===== src/logic/dcache_cfg.svh =====
`ifndef DCACHE_CFG_SVH
`define DCACHE_CFG_SVH

////////////////////
// Address space
////////////////////

// Word address width, covers the whole backing memory
`define DCACHE_ADDR_WIDTH 5

// Lines in the cache, 2 ** (DCACHE_ADDR_WIDTH - 2)
`define DCACHE_LINES 8

// Words per line, low two address bits pick the word
`define DCACHE_WORDS_PER_LINE 4

////////////////////
// Memory timing
////////////////////

// Cycles from a granted read to valid read data
`define DCACHE_MEM_LATENCY 1

`endif

===== src/logic/mem_bus_pkg.sv =====
package mem_bus_pkg;

   ////////////////////
   // Shared memory bus
   ////////////////////

   // Operation carried with a request
   typedef enum logic {
      MEM_READ  = 1'b0,
      MEM_WRITE = 1'b1
   } mem_op_t;

   // Peer that owns (or last owned) the bus
   typedef enum logic {
      REQ_CTRL = 1'b0,
      REQ_DMA  = 1'b1
   } requester_t;

endpackage


===== src/logic/dcache_pkg.sv =====
`include "dcache_cfg.svh"

package dcache_pkg;

   ////////////////////
   // Sync sequencer
   ////////////////////

   // Pass states of the write-back and fill controller
   typedef enum logic [2:0] {
      IDLE    = 3'd0,
      SCAN    = 3'd1,
      WB_WORD = 3'd2,
      RD_WORD = 3'd3,
      LOAD    = 3'd4,
      NEXT    = 3'd5
   } sync_state_t;

   ////////////////////
   // Line addressing
   ////////////////////

   // Index of one cache line
   typedef logic [$clog2(`DCACHE_LINES)-1:0] line_idx_t;

endpackage


===== src/logic/dcache_top.sv =====
`timescale 1ns/1ps
`include "dcache_cfg.svh"

module dcache_top (
   input  logic                            clk_i,
   input  logic                            rst_i,
   input  logic                            sync_i,
   input  dcache_pkg::line_idx_t           cpu_raddr_i,
   input  logic [`DCACHE_ADDR_WIDTH-1:0]   cpu_waddr_i,
   input  logic [31:0]                     cpu_wdata_i,
   input  logic [3:0]                      cpu_be_i,
   input  logic                            dma_req_i,
   input  logic [`DCACHE_ADDR_WIDTH-1:0]   dma_addr_i,
   input  logic [31:0]                     dma_wdata_i,
   output logic [31:0]                     cpu_rdata0_o,
   output logic [31:0]                     cpu_rdata1_o,
   output logic [31:0]                     cpu_rdata2_o,
   output logic [31:0]                     cpu_rdata3_o,
   output logic                            busy_o,
   output logic                            stall_o,
   output logic                            dma_gnt_o
);

   logic                                  ctrl_req;
   logic                                  ctrl_gnt;
   mem_bus_pkg::mem_op_t                  ctrl_op;
   logic [`DCACHE_ADDR_WIDTH-1:0]         ctrl_addr;
   logic [31:0]                           ctrl_wdata;
   logic                                  mem_we;
   logic [`DCACHE_ADDR_WIDTH-1:0]         mem_addr;
   logic [31:0]                           mem_wdata;
   logic [31:0]                           mem_rdata;
   logic                                  dma_hit;
   logic [`DCACHE_ADDR_WIDTH-3:0]         dma_line;
   logic [`DCACHE_LINES-1:0]              dirty;
   dcache_pkg::line_idx_t                 rd_line;
   dcache_pkg::line_idx_t                 cache_raddr;
   logic [3:0]                            cache_be;
   logic [32*`DCACHE_WORDS_PER_LINE-1:0]  flush_data;
   logic [`DCACHE_LINES-1:0]              flushing_n;
   logic                                  cleaned_n;

   assign stall_o = busy_o;

   // Controller owns the cache read port during a pass, CPU writes drop
   assign cache_raddr = busy_o ? rd_line : cpu_raddr_i;
   assign cache_be    = stall_o ? 4'b0000 : cpu_be_i;

   data_cache_qword_block cache_inst (
      .clk_i       (clk_i),
      .rst_i       (rst_i),
      .addr_r_i    (cache_raddr),
      .addr_w_i    (cpu_waddr_i),
      .data_i      (cpu_wdata_i),
      .write_en_i  (cache_be),
      .flush_data_i(flush_data),
      .flushing_n_i(flushing_n),
      .cleaned_n_i (cleaned_n),
      .data0_o     (cpu_rdata0_o),
      .data1_o     (cpu_rdata1_o),
      .data2_o     (cpu_rdata2_o),
      .data3_o     (cpu_rdata3_o),
      .dirty_o     (dirty)
   );

   dcache_ctrl ctrl_inst (
      .clk_i       (clk_i),
      .rst_i       (rst_i),
      .sync_i      (sync_i),
      .dirty_i     (dirty),
      .line_data_i ({cpu_rdata3_o, cpu_rdata2_o, cpu_rdata1_o, cpu_rdata0_o}),
      .gnt_i       (ctrl_gnt),
      .mem_rdata_i (mem_rdata),
      .dma_hit_i   (dma_hit),
      .dma_line_i  (dma_line),
      .busy_o      (busy_o),
      .req_o       (ctrl_req),
      .op_o        (ctrl_op),
      .addr_o      (ctrl_addr),
      .wdata_o     (ctrl_wdata),
      .rd_line_o   (rd_line),
      .flush_data_o(flush_data),
      .flushing_n_o(flushing_n),
      .cleaned_n_o (cleaned_n)
   );

   mem_arbiter arbiter_inst (
      .clk_i       (clk_i),
      .rst_i       (rst_i),
      .ctrl_req_i  (ctrl_req),
      .ctrl_op_i   (ctrl_op),
      .ctrl_addr_i (ctrl_addr),
      .ctrl_wdata_i(ctrl_wdata),
      .dma_req_i   (dma_req_i),
      .dma_addr_i  (dma_addr_i),
      .dma_wdata_i (dma_wdata_i),
      .ctrl_gnt_o  (ctrl_gnt),
      .dma_gnt_o   (dma_gnt_o),
      .mem_we_o    (mem_we),
      .mem_addr_o  (mem_addr),
      .mem_wdata_o (mem_wdata),
      .dma_hit_o   (dma_hit),
      .dma_line_o  (dma_line)
   );

   main_memory memory_inst (
      .clk_i  (clk_i),
      .we_i   (mem_we),
      .addr_i (mem_addr),
      .wdata_i(mem_wdata),
      .rdata_o(mem_rdata)
   );

endmodule


===== src/logic/main_memory.sv =====
`timescale 1ns/1ps
`include "dcache_cfg.svh"

module main_memory (
   input  logic                            clk_i,
   input  logic                            we_i,
   input  logic [`DCACHE_ADDR_WIDTH-1:0]   addr_i,
   input  logic [31:0]                     wdata_i,
   output logic [31:0]                     rdata_o
);

   localparam int DEPTH = 2 ** `DCACHE_ADDR_WIDTH;
   localparam int LAT   = `DCACHE_MEM_LATENCY;

   logic [31:0] mem [DEPTH];
   logic [31:0] rd_pipe [LAT];

   // Each word starts out holding its own address
   initial begin
      for (int i = 0; i < DEPTH; i++) begin
         mem[i] = 32'(i);
      end
   end

   always_ff @(posedge clk_i) begin
      if (we_i) begin
         mem[addr_i] <= wdata_i;
      end
   end

   // Read pipeline, depth set by the memory latency
   always_ff @(posedge clk_i) begin
      rd_pipe[0] <= mem[addr_i];
      for (int i = 1; i < LAT; i++) begin
         rd_pipe[i] <= rd_pipe[i-1];
      end
   end

   assign rdata_o = rd_pipe[LAT-1];

endmodule


===== src/logic/mem_arbiter.sv =====
`timescale 1ns/1ps
`include "dcache_cfg.svh"

module mem_arbiter (
   input  logic                            clk_i,
   input  logic                            rst_i,
   input  logic                            ctrl_req_i,
   input  mem_bus_pkg::mem_op_t            ctrl_op_i,
   input  logic [`DCACHE_ADDR_WIDTH-1:0]   ctrl_addr_i,
   input  logic [31:0]                     ctrl_wdata_i,
   input  logic                            dma_req_i,
   input  logic [`DCACHE_ADDR_WIDTH-1:0]   dma_addr_i,
   input  logic [31:0]                     dma_wdata_i,
   output logic                            ctrl_gnt_o,
   output logic                            dma_gnt_o,
   output logic                            mem_we_o,
   output logic [`DCACHE_ADDR_WIDTH-1:0]   mem_addr_o,
   output logic [31:0]                     mem_wdata_o,
   output logic                            dma_hit_o,
   output logic [`DCACHE_ADDR_WIDTH-3:0]   dma_line_o
);

   mem_bus_pkg::requester_t last_owner;

   // Round robin, the peer that went last yields on contention
   assign ctrl_gnt_o = ctrl_req_i & (!dma_req_i | (last_owner == mem_bus_pkg::REQ_DMA));
   assign dma_gnt_o  = dma_req_i & (!ctrl_req_i | (last_owner == mem_bus_pkg::REQ_CTRL));

   always_ff @(posedge clk_i) begin
      if (rst_i) begin
         last_owner <= mem_bus_pkg::REQ_DMA;
      end else if (ctrl_gnt_o) begin
         last_owner <= mem_bus_pkg::REQ_CTRL;
      end else if (dma_gnt_o) begin
         last_owner <= mem_bus_pkg::REQ_DMA;
      end
   end

   ////////////////////
   // Memory side mux
   ////////////////////

   // DMA only ever writes
   assign mem_we_o    = dma_gnt_o | (ctrl_gnt_o & (ctrl_op_i == mem_bus_pkg::MEM_WRITE));
   assign mem_addr_o  = dma_gnt_o ? dma_addr_i : ctrl_addr_i;
   assign mem_wdata_o = dma_gnt_o ? dma_wdata_i : ctrl_wdata_i;

   // Tells the controller which line the DMA touched
   assign dma_hit_o   = dma_gnt_o;
   assign dma_line_o  = dma_addr_i[`DCACHE_ADDR_WIDTH-1:2];

endmodule


===== src/logic/dcache_ctrl.sv =====
`timescale 1ns/1ps
`include "dcache_cfg.svh"

module dcache_ctrl (
   input  logic                                  clk_i,
   input  logic                                  rst_i,
   input  logic                                  sync_i,
   input  logic [`DCACHE_LINES-1:0]              dirty_i,
   input  logic [32*`DCACHE_WORDS_PER_LINE-1:0]  line_data_i,
   input  logic                                  gnt_i,
   input  logic [31:0]                           mem_rdata_i,
   input  logic                                  dma_hit_i,
   input  dcache_pkg::line_idx_t                 dma_line_i,
   output logic                                  busy_o,
   output logic                                  req_o,
   output mem_bus_pkg::mem_op_t                  op_o,
   output logic [`DCACHE_ADDR_WIDTH-1:0]         addr_o,
   output logic [31:0]                           wdata_o,
   output dcache_pkg::line_idx_t                 rd_line_o,
   output logic [32*`DCACHE_WORDS_PER_LINE-1:0]  flush_data_o,
   output logic [`DCACHE_LINES-1:0]              flushing_n_o,
   output logic                                  cleaned_n_o
);

   localparam int LAT = `DCACHE_MEM_LATENCY;

   dcache_pkg::sync_state_t                state;
   dcache_pkg::line_idx_t                  line;
   logic [2:0]                             word_cnt;
   logic [1:0]                             cap_cnt;
   logic [LAT-1:0]                         rd_pend;
   logic                                   collide;
   logic                                   fill;
   logic                                   rd_issue;
   logic                                   line_hit;
   logic                                   last_line;
   logic [32*`DCACHE_WORDS_PER_LINE-1:0]   flush_data;

   assign rd_issue  = (state == dcache_pkg::RD_WORD) && req_o && gnt_i;
   assign line_hit  = dma_hit_i && (dma_line_i == line);
   assign last_line = (line == dcache_pkg::line_idx_t'(`DCACHE_LINES - 1));

   ////////////////////
   // Pass sequencer
   ////////////////////

   always_ff @(posedge clk_i) begin
      if (rst_i) begin
         // Fill pass starts straight out of reset
         state    <= dcache_pkg::SCAN;
         line     <= '0;
         word_cnt <= '0;
         cap_cnt  <= '0;
         rd_pend  <= '0;
         collide  <= 1'b0;
         fill     <= 1'b1;
      end else begin
         rd_pend <= (rd_pend << 1) | LAT'(rd_issue);
         if (rd_pend[LAT-1]) begin
            cap_cnt <= cap_cnt + 2'd1;
         end
         case (state)
            dcache_pkg::IDLE: begin
               if (sync_i) begin
                  state <= dcache_pkg::SCAN;
                  line  <= '0;
               end
            end
            dcache_pkg::SCAN: begin
               word_cnt <= '0;
               collide  <= 1'b0;
               if (!dirty_i[line]) begin
                  state <= dcache_pkg::NEXT;
               end else if (fill) begin
                  // Nothing valid in the line yet, read it straight in
                  state <= dcache_pkg::RD_WORD;
               end else begin
                  state <= dcache_pkg::WB_WORD;
               end
            end
            dcache_pkg::WB_WORD: begin
               if (line_hit) begin
                  collide <= 1'b1;
               end
               if (gnt_i) begin
                  if (word_cnt[1:0] == 2'd3) begin
                     word_cnt <= '0;
                     state    <= dcache_pkg::RD_WORD;
                  end else begin
                     word_cnt <= word_cnt + 3'd1;
                  end
               end
            end
            dcache_pkg::RD_WORD: begin
               if (line_hit) begin
                  collide <= 1'b1;
               end
               if (rd_issue) begin
                  word_cnt <= word_cnt + 3'd1;
               end
               // Last read-back arriving ends the line
               if (rd_pend[LAT-1] && (cap_cnt == 2'd3)) begin
                  state <= dcache_pkg::LOAD;
               end
            end
            dcache_pkg::LOAD: begin
               state <= dcache_pkg::NEXT;
            end
            dcache_pkg::NEXT: begin
               if (last_line) begin
                  state <= dcache_pkg::IDLE;
                  fill  <= 1'b0;
               end else begin
                  line  <= line + 1'b1;
                  state <= dcache_pkg::SCAN;
               end
            end
            default: state <= dcache_pkg::IDLE;
         endcase
      end
   end

   // Read-backs land in order of issue
   always_ff @(posedge clk_i) begin
      if (rd_pend[LAT-1]) begin
         flush_data[cap_cnt*32 +: 32] <= mem_rdata_i;
      end
   end

   ////////////////////
   // Outputs
   ////////////////////

   assign busy_o       = (state != dcache_pkg::IDLE);
   assign req_o        = (state == dcache_pkg::WB_WORD) ||
                         ((state == dcache_pkg::RD_WORD) && !word_cnt[2]);
   assign op_o         = (state == dcache_pkg::WB_WORD) ? mem_bus_pkg::MEM_WRITE
                                                        : mem_bus_pkg::MEM_READ;
   assign addr_o       = {line, word_cnt[1:0]};
   assign wdata_o      = line_data_i[word_cnt[1:0]*32 +: 32];
   assign rd_line_o    = line;
   assign flush_data_o = flush_data;

   // A DMA write on the LOAD edge also counts as a collision
   assign cleaned_n_o  = collide | line_hit;

   // Current line and the ones above it held low during LOAD
   always_comb begin
      for (int i = 0; i < `DCACHE_LINES; i++) begin
         flushing_n_o[i] = !((state == dcache_pkg::LOAD) && (i >= line));
      end
   end

endmodule


===== src/logic/data_cache_qword_block.sv =====
`timescale 1ns/1ps
`include "dcache_cfg.svh"

module data_cache_qword_block (
   input  logic                                  clk_i,
   input  logic                                  rst_i,
   input  dcache_pkg::line_idx_t                 addr_r_i,
   input  logic [`DCACHE_ADDR_WIDTH-1:0]         addr_w_i,
   input  logic [31:0]                           data_i,
   input  logic [3:0]                            write_en_i,
   input  logic [32*`DCACHE_WORDS_PER_LINE-1:0]  flush_data_i,
   input  logic [`DCACHE_LINES-1:0]              flushing_n_i,
   input  logic                                  cleaned_n_i,
   output logic [31:0]                           data0_o,
   output logic [31:0]                           data1_o,
   output logic [31:0]                           data2_o,
   output logic [31:0]                           data3_o,
   output logic [`DCACHE_LINES-1:0]              dirty_o
);

   localparam int LINES = `DCACHE_LINES;
   localparam int WORDS = `DCACHE_WORDS_PER_LINE;

   logic [LINES-1:0]      dirty;
   logic [LINES-1:0]      updating;
   logic [LINES-1:0]      word_flush_n;
   logic [31:0]           word_rdata [WORDS];
   dcache_pkg::line_idx_t line_w;
   logic [1:0]            sel_w;

   assign line_w = addr_w_i[`DCACHE_ADDR_WIDTH-1:2];
   assign sel_w  = addr_w_i[1:0];

   // Thermometer edge picks the single line being updated
   always_comb begin
      updating[0] = !flushing_n_i[0];
      for (int i = 1; i < LINES; i++) begin
         updating[i] = !flushing_n_i[i] & flushing_n_i[i-1];
      end
   end

   // Only dirty lines take the loaded data
   assign word_flush_n = ~(updating & dirty);

   ////////////////////
   // Word banks
   ////////////////////

   for (genvar w = 0; w < WORDS; w++) begin : g_bank
      logic [3:0] bank_be;

      assign bank_be = (sel_w == w) ? write_en_i : 4'b0000;

      data_cache_word_block #(
         .LINES(LINES)
      ) bank_inst (
         .clk_i       (clk_i),
         .addr_r_i    (addr_r_i),
         .addr_w_i    (line_w),
         .data_i      (data_i),
         .write_en_i  (bank_be),
         .flush_data_i(flush_data_i[32*w +: 32]),
         .flushing_n_i(word_flush_n),
         .data_o      (word_rdata[w])
      );
   end

   ////////////////////
   // Dirty tracking
   ////////////////////

   always_ff @(posedge clk_i) begin
      if (rst_i) begin
         dirty <= '1;
      end else begin
         for (int l = 0; l < LINES; l++) begin
            if (updating[l]) begin
               dirty[l] <= cleaned_n_i;
            end else if ((write_en_i != 4'b0000) && (line_w == l)) begin
               dirty[l] <= 1'b1;
            end
         end
      end
   end

   assign dirty_o = dirty;
   assign data0_o = word_rdata[0];
   assign data1_o = word_rdata[1];
   assign data2_o = word_rdata[2];
   assign data3_o = word_rdata[3];

endmodule


===== src/logic/data_cache_word_block.sv =====
`timescale 1ns/1ps

module data_cache_word_block #(
   parameter int LINES = 8
) (
   input  logic                     clk_i,
   input  logic [$clog2(LINES)-1:0] addr_r_i,
   input  logic [$clog2(LINES)-1:0] addr_w_i,
   input  logic [31:0]              data_i,
   input  logic [3:0]               write_en_i,
   input  logic [31:0]              flush_data_i,
   input  logic [LINES-1:0]         flushing_n_i,
   output logic [31:0]              data_o
);

   // One word of every line
   logic [31:0] mem [LINES];

   always_ff @(posedge clk_i) begin
      for (int l = 0; l < LINES; l++) begin
         if (!flushing_n_i[l]) begin
            mem[l] <= flush_data_i;
         end else if (addr_w_i == l) begin
            // Byte lanes merge into the stored word
            for (int b = 0; b < 4; b++) begin
               if (write_en_i[b]) begin
                  mem[l][8*b +: 8] <= data_i[8*b +: 8];
               end
            end
         end
      end
   end

   // Registered read, one cycle
   always_ff @(posedge clk_i) begin
      data_o <= mem[addr_r_i];
   end

endmodule


===== config.mk =====
export PLATFORM = sky130hd
export DESIGN_NAME = dcache_top
export DESIGN_NICKNAME = d
export VERILOG_FILES = /design/src/logic/mem_bus_pkg.sv /design/src/logic/dcache_pkg.sv /design/src/logic/dcache_top.sv /design/src/logic/main_memory.sv /design/src/logic/mem_arbiter.sv /design/src/logic/dcache_ctrl.sv /design/src/logic/data_cache_qword_block.sv /design/src/logic/data_cache_word_block.sv
export VERILOG_INCLUDE_DIRS = /design/src /design/src/logic
export SDC_FILE = /design/constraint.sdc
export NUM_CORES = 2
export LEC_CHECK = 0
export ABC_AREA = 1
export BUFFER_PORTS_ARGS = -buffer_cell sky130_fd_sc_hd__buf_2
export CAP_MARGIN = 20
export CORE_AREA = 5 5 689 691
export CTS_BUF_LIST = sky130_fd_sc_hd__clkbuf_2 sky130_fd_sc_hd__clkbuf_4 sky130_fd_sc_hd__clkbuf_8
export DETAILED_ROUTE_END_ITERATION = 10
export DIE_AREA = 0 0 694 696
export PLACE_DENSITY = 0.36
export SLEW_MARGIN = 10
export SYNTH_ARGS = -nofsm -noshare
export SYNTH_HDL_FRONTEND = slang
export SYNTH_HIERARCHICAL = 1
export SYNTH_SLANG_ARGS = --single-unit

===== constraint.sdc =====
create_clock -name clk_i -period 8 [get_ports clk_i]
set_input_delay 0.8 -clock clk_i [delete_from_list [all_inputs] [get_ports clk_i]]
set_output_delay 0.8 -clock clk_i [all_outputs]
set_load 0.02 [all_outputs]

======== Word-level counts from Yosys, hierarchy flattened ========
Memories as Yosys holds them, arrays and structs flattened. A register that Yosys moved wholly into a read port is not among the register bits.
Cells that the tools add are included.
word-level totals
  memories kept ........................... 6
  memory bits (read-only) ................. 0
  memory bits (writable) .................. 2080
  latch bits .............................. 0
  word-level logic and storage cells ...... 960
  input bits .............................. 85
  flip-flop bits (word level) ............. 151
memory list
  name                                words  bits a word  read ports  clocked after memory_dff  write ports  line                         text
  memory_inst.mem                     32     32           1           0                         1            main_memory.sv:15            logic [31:0] mem [DEPTH];
  cache_inst.g_bank[0].bank_inst.mem  8      32           1           1                         1            data_cache_word_block.sv:17  logic [31:0] mem [LINES];
  cache_inst.g_bank[1].bank_inst.mem  8      32           1           1                         1            data_cache_word_block.sv:17
  cache_inst.g_bank[2].bank_inst.mem  8      32           1           1                         1            data_cache_word_block.sv:17
  cache_inst.g_bank[3].bank_inst.mem  8      32           1           1                         1            data_cache_word_block.sv:17
  memory_inst.rd_pipe                 1      32           1           0                         1            main_memory.sv:16            logic [31:0] rd_pipe [LAT];
operators by class
  add/sub/neg operators ................... 4
  bitwise logic cells ..................... 145
  muxes and demuxes ....................... 669
  order comparisons ....................... 8
  $mul .................................... 0
  equality and inequality tests ........... 26
  div/mod/pow operators ................... 0
  shift operators ......................... 3
  reduce and logical (&&, ||, !) cells .... 82
operators by type and width
  cell                                                                        count
  8-bit two-way mux                                                           128
  32-bit two-way mux                                                          29
  32-bit OR reduction                                                         28
  1-bit two-way mux                                                           433
  4-bit two-way mux                                                           33
  1-bit OR                                                                    132
  128-bit bitwise mux                                                         1
  32-bit by 34-bit variable shift with 128-bit output (first input constant)  1
  128-bit by 8-bit variable part select with 32-bit output                    1
  32-bit by 34-bit variable part select with 128-bit output                   1
  3-bit two-way mux                                                           39
  7-bit negation with 34-bit output                                           1
  2-bit nonzero test                                                          11
  3-bit equality test (second input constant)                                 7
  1-bit logical AND                                                           20
  3-bit case mux with 6 select lines                                          1
  3-bit by 2-bit equality test with 1-bit output (second input constant)      4
  1-bit AND                                                                   10
  1-bit zero test                                                             10
  3-bit >= comparator (first input constant)                                  3
  3-bit case mux with 3 select lines                                          1
  8-bit AND                                                                   1
  2-bit equality test (second input constant)                                 4
  2-bit by 1-bit != test with 1-bit output (second input constant)            4
  other kinds (24)                                                            34

======== Depth between registers and ports, before layout ========
  depth after elaboration ................. 17
  mapped depth ............................ 19

======== Modules after synthesis ========
The synthesis kept the hierarchy.
modules (own cells, without submodules)
  module                                                  cells an instance  area each (µm²)  times used  seq. area each (µm²)
  main_memory                                             4091               42914.9          1           31390.1
  data_cache_word_block (cache_inst.g_bank[1].bank_inst)  2006               16520.8          1           8328.0
  data_cache_word_block (cache_inst.g_bank[0].bank_inst)  2006               16440.8          1           8328.0
  data_cache_word_block (cache_inst.g_bank[3].bank_inst)  2006               16324.4          1           8328.0
  data_cache_word_block (cache_inst.g_bank[2].bank_inst)  2006               16250.6          1           8328.0
  dcache_ctrl                                             678                6568.8           1           4124.0
  mem_arbiter                                             137                628.1            1           20.0
  data_cache_qword_block                                  124                608.1            1           160.2
  dcache_top                                              20                 86.3             1           0.0

======== Worst setup path after synthesis ========
No wires, ideal clock.
  kind .................................... reg-to-reg
  start ................................... register ctrl_inst.state[1]
  end ..................................... memory memory_inst.mem[10][0] (enable)
  setup slack ............................. 4098 ps
  setup time .............................. 421 ps
  arrival time ............................ 3481 ps
  buffers on the path ..................... 4
  required time ........................... 7579 ps
  cell stages (with the launch flop) ...... 13
  path through ............................ dfxtp_1 -> nand2_2 -> a21oi_1 -> nand2_1 -> nand2_1 -> buf_2 -> nand2_1 -> nand2_1 -> buf_2 -> clkbuf_1 -> buf_2 -> nand3_1 -> nor2_1
between the ends
  elaborated cells between the ends (all ways) .. 14
  classes of those cells .................. 2 x eq/ne; 4 x mux; 5 x bitwise; 3 x reduce/logical
RTL lines
  what                                            line                text
  start, declared                                 dcache_ctrl.sv:27   dcache_pkg::sync_state_t state;
  start signal, assigned                          dcache_ctrl.sv:50   state <= dcache_pkg::SCAN;
  start signal, assigned                          dcache_ctrl.sv:65   state <= dcache_pkg::SCAN;
  start signal, assigned                          dcache_ctrl.sv:73   state <= dcache_pkg::NEXT;
  3-bit by 2-bit equality test with 1-bit output  dcache_ctrl.sv:136  ((state == dcache_pkg::RD_WORD) && !word_cnt[2]);
  1-bit logical AND                               dcache_ctrl.sv:136
  1-bit logical OR *                              dcache_ctrl.sv:135  assign req_o = (state == dcache_pkg::WB_WORD) ||
  named net ctrl_req                              dcache_top.sv:24    logic ctrl_req;
  1-bit zero test *                               mem_arbiter.sv:27   assign dma_gnt_o = dma_req_i & (!ctrl_req_i | (last_owner == mem_bus_pkg::REQ_CTRL));
  1-bit OR *                                      mem_arbiter.sv:27
  1-bit AND *                                     mem_arbiter.sv:27
  5-bit two-way mux *                             mem_arbiter.sv:45   assign mem_addr_o = dma_gnt_o ? dma_addr_i : ctrl_addr_i;
  named net mem_addr[1]                           dcache_top.sv:30    logic [`DCACHE_ADDR_WIDTH-1:0] mem_addr;
  end, declared                                   main_memory.sv:15
Mark *: on every way through the listed nets, which the timed path passes. The rest lies on a longest branch.

======== Worst setup path in the final report ========
  start ................................... register ctrl_inst.state[1]
  end ..................................... memory memory_inst.mem[6][9] (enable)
Same word-level chain as after synthesis.

==> reports/metrics.cfg <==
[worst_setup_path]
crit_fanout=88
crit_path_end_kind=flop
startpoint_type=flop
r2r_start=ctrl_inst/state[1]
required_ns=8.77
r2r_cells=10
crit_arrival_ns=6.12
criticalPathCategory=reg2reg
reg2reg_slack_ns=2.65
r2r-end=memory_inst/mem[6][9]

[routing]
first_pass_iters=6
routed_wirelength_mm=504.2
wl_per_cell_microns=25.41
drt_iter0_drc=8627
vias=90740
ant_nets=0
post_drt_via_cell_ratio=4.573
drc=0

[timing]
timing.fmax_mhz=186.9
period_needed_ns=5.351
final-setup-viol-count=0
finalHoldViolCount=0
grt_setup_unrepaired=false
setup_ws_ns=2.649
slew_headroom=0.1826
drv_slew=0
fin_setup_tns_ns=0
fin_skew_ns=0.08208
worst_pin_slew_ns=1.223
finalCritPeriodShare=0.6689

[cts]
post_cts_buffers=0
numCtsBuffers=443
cts_resized=0
max-clock-path-buffers=4
cts_tree=done
clock_latency_ns=1.18
clk_pin_slew_ns=0.06
ctsHoldBuffers=2
cts.sinks=2359
htree_levels=5
cts_root_buf=clkbuf_8

[power_and_ir_drop]
power_density_mw_per_mm2=314.2
p_leak_uw=0.05855
totalPowerFinal_uw=41820
ir_drop_mv=0.2189

[floorplan]
io_pins=216
coreArea_sq_mm=0.4685
start_util=0.2483
fp.dieH_microns=696
die_x_microns=694
die_area_sq_mm=0.4830
fp-row-count=252

[min_path]
hp-class=in2reg
hold_depth=3
hold_end=memory_inst/mem[13][25]
hp-start=dma_wdata_i[25]

[place]
dpl.hpwl_mm=325.6
globalplace.congestion=0.8611
dp.cells=18980
preCtsSetupSlack_ns=2.523
port_buffers=215

[finish]
drive_gt1_frac=0.1334
nets=13300
area_growth_pct=14.40
fillCellCount=50420
fin_cells=19840

[synthesis]
synth_cell_types=41
yosys.area_share.xor_xnor=0.0001506
yosysSeqAreaShare=0.5931
synth_top_family_by_area=simple AND/OR/NAND/NOR gates
synth-edff-count=2176
synthSimpleGateAreaFrac=0.2874
avgSynthCellArea_sq_um=8.899
netlist_area_sq_mm=0.1163
synth_cells=13070
synth_compound_area_frac=0.03924
ys_seq_elements=2359
synth_top_flop_cell=edfxtp_1
postSynth.asyncResetShare=0
synthesis.nets=13170
yosysWarnings=6
muxShareOfSynthArea=0
synth_fa_ha_area_frac=0.001183

[global_route]
use_met1=0.2817
met2_usage=0.3141
grt.overflow.total=0
antenna_found_initial=87
grt_usage=0.2014
grt_pass1_wl_mm=694.4
grt_pass1_vias=85700
gr-max-usage-layer=met2
use_met3=0.03756
grt_start_max_net_pins=177

[flow_run]
drv_cap=0

[outcome]
status=finished, final reports clean

-- cells in the mapped netlist (2+ instances only) --
master	instances	area share
clkbuf_2	17	0.00073
buf_1	72	0.0023
nor4_1	2	0.00011
nor2_8	12	0.0021
buf_4	26	0.0017
nor3_4	9	0.0013
dfxtp_1	183	0.031
nand4_4	32	0.0059
o21ai_0	171	0.0074
ha_1	11	0.0012
edfxtp_1	2176	0.56
o21ai_2	271	0.020
nand3_4	40	0.0060
buf_2	336	0.014
a21oi_1	12	0.00052
inv_1	1268	0.041
clkbuf_1	249	0.0080
buf_6	98	0.0095
nand3_1	820	0.035
nand4_1	289	0.016
buf_8	2	0.00026
nand2_2	10	0.00054
clkinv_1	2	0.000065
o22ai_1	32	0.0017
inv_2	30	0.00097
o21ai_1	212	0.0091
nand2_4	27	0.0026
nor2_4	34	0.0033
nor3_2	7	0.00060
nor2_1	320	0.010
nor3_1	33	0.0014
nand2_1	6261	0.20
nor2_2	2	0.00011
-- sequential cells by signal, indices dropped and copies added (netlist names) --
signal	flops
ctrl_inst/fill	1
ctrl_inst/collide	1
ctrl_inst/flush_data_o	128
ctrl_inst/cap_cnt	2
cache_inst/g_bank.bank_inst/mem	1024
ctrl_inst/word_cnt	3
memory_inst/mem	1024
ctrl_inst/rd_pend	1
ctrl_inst/state	3
ctrl_inst/rd_line_o	3
cache_inst/g_bank.bank_inst/data_o	128
cache_inst/dirty_o	8
arbiter_inst/last_owner	1
memory_inst/rd_pipe	32
-- metal layers --
metal	vias to the layer above	part of all wire
met5	-	0.00052
met4	38	0.033
met3	787	0.068
met2	3038	0.44
met1	44360	0.46
li1	42520	-
-- cell families (layout without fill, tap and decap cells) --
kind of cell    after synthesis  after routing
simple gates               7902           7902
other cells                   0             28
buf+inv                    2100           2618
fa+ha+maj                    11             11
xor+xnor                      2              2
compound gates              700            700
flops                      2359           2359
-- placed cells by master (no fill, tap or decap), types with 28 or more instances in the layout --
cell type / synthesis / layout
nor3_1: 33 / 32
edfxtp_1: 2176 / 2176
buf_4: 26 / 243
o21ai_1: 212 / 218
nand2_4: 27 / 40
clkbuf_4: 0 / 193
inv_2: 30 / 35
nand4_1: 289 / 289
o21ai_2: 271 / 271
clkinv_2: 0 / 28
nand3_1: 820 / 819
nand2_1: 6261 / 6234
clkbuf_8: 0 / 503
nor2_4: 34 / 66
nand3_4: 40 / 40
nand4_4: 32 / 32
clkinv_1: 2 / 84
inv_1: 1268 / 1258
dfxtp_1: 183 / 181
o21ai_0: 171 / 165
diode_2: 0 / 28
nor2_1: 320 / 272
buf_2: 336 / 215
-- power by group --
| part | leakage, uW | switching, uW | total [uW] | internal, uW |
|---|---|---|---|---|
| sequential | 0.0209 | 1570 | 16900 | 15400 |
| clock | 0.00487 | 5670 | 12400 | 6770 |
| combinational | 0.0328 | 9780 | 12400 | 2650 |
-- through the flow --
stage | cell area, sq um | utilization | hold slack (ns)
5_1_grt | 133000 | 0.2839 | 0.2298
4_1_cts | 133000 | 0.2838 | 0.09981
6_report | 133100 | 0.2841 | 0.3023
2_1_floorplan | 116300 | - | 0.4191
3_3_place_gp | 123700 | 0.2639 | 0.4455
3_5_place_dp | 123800 | 0.2643 | 0.4478
-- how the worst max path moves through the flow --
stage / end / startpoint / slack, ns / cells after the start
after floorplan: memory_inst/mem[10][0] / ctrl_inst/state[1] / 4.10 / 12
after global placement: memory_inst/mem[6][6] / dma_req_i / 2.50 / 9
after detailed placement: memory_inst/mem[6][6] / ctrl_inst/state[1] / 2.52 / 10
after CTS: memory_inst/mem[6][12] / ctrl_inst/state[1] / 2.48 / 10
after global routing: memory_inst/mem[6][12] / ctrl_inst/state[1] / 2.29 / 10
final: memory_inst/mem[6][9] / ctrl_inst/state[1] / 2.65 / 10
-- worst max-delay path, cell delays in order, from the launching register on --
cell and delay [ns]:
dfxtp_1 0.46, nand2_2 0.16, a21oi_1 0.26, nand2_2 0.31, buf_4 0.33, nand3_1 0.14, nand2_4 0.37, inv_8 0.60
nand3_1 0.77, nor2_4 0.93, buf_4 0.57
-- final cells by class --
class	instances	area, sq um	share of cell area
inverters	1300	4905	0.03685
diodes	28	70.07	0.0005264
multi-input cells	8615	38700	0.2908
well taps	6223	7786	0.05850
flip-flops and latches	2359	69010	0.5185
clock inverters	134	775.7	0.005828
repair buffers	488	3475	0.02611
clock buffers	696	8372	0.06290
Note: power is estimated with default switching activity, not from simulation.
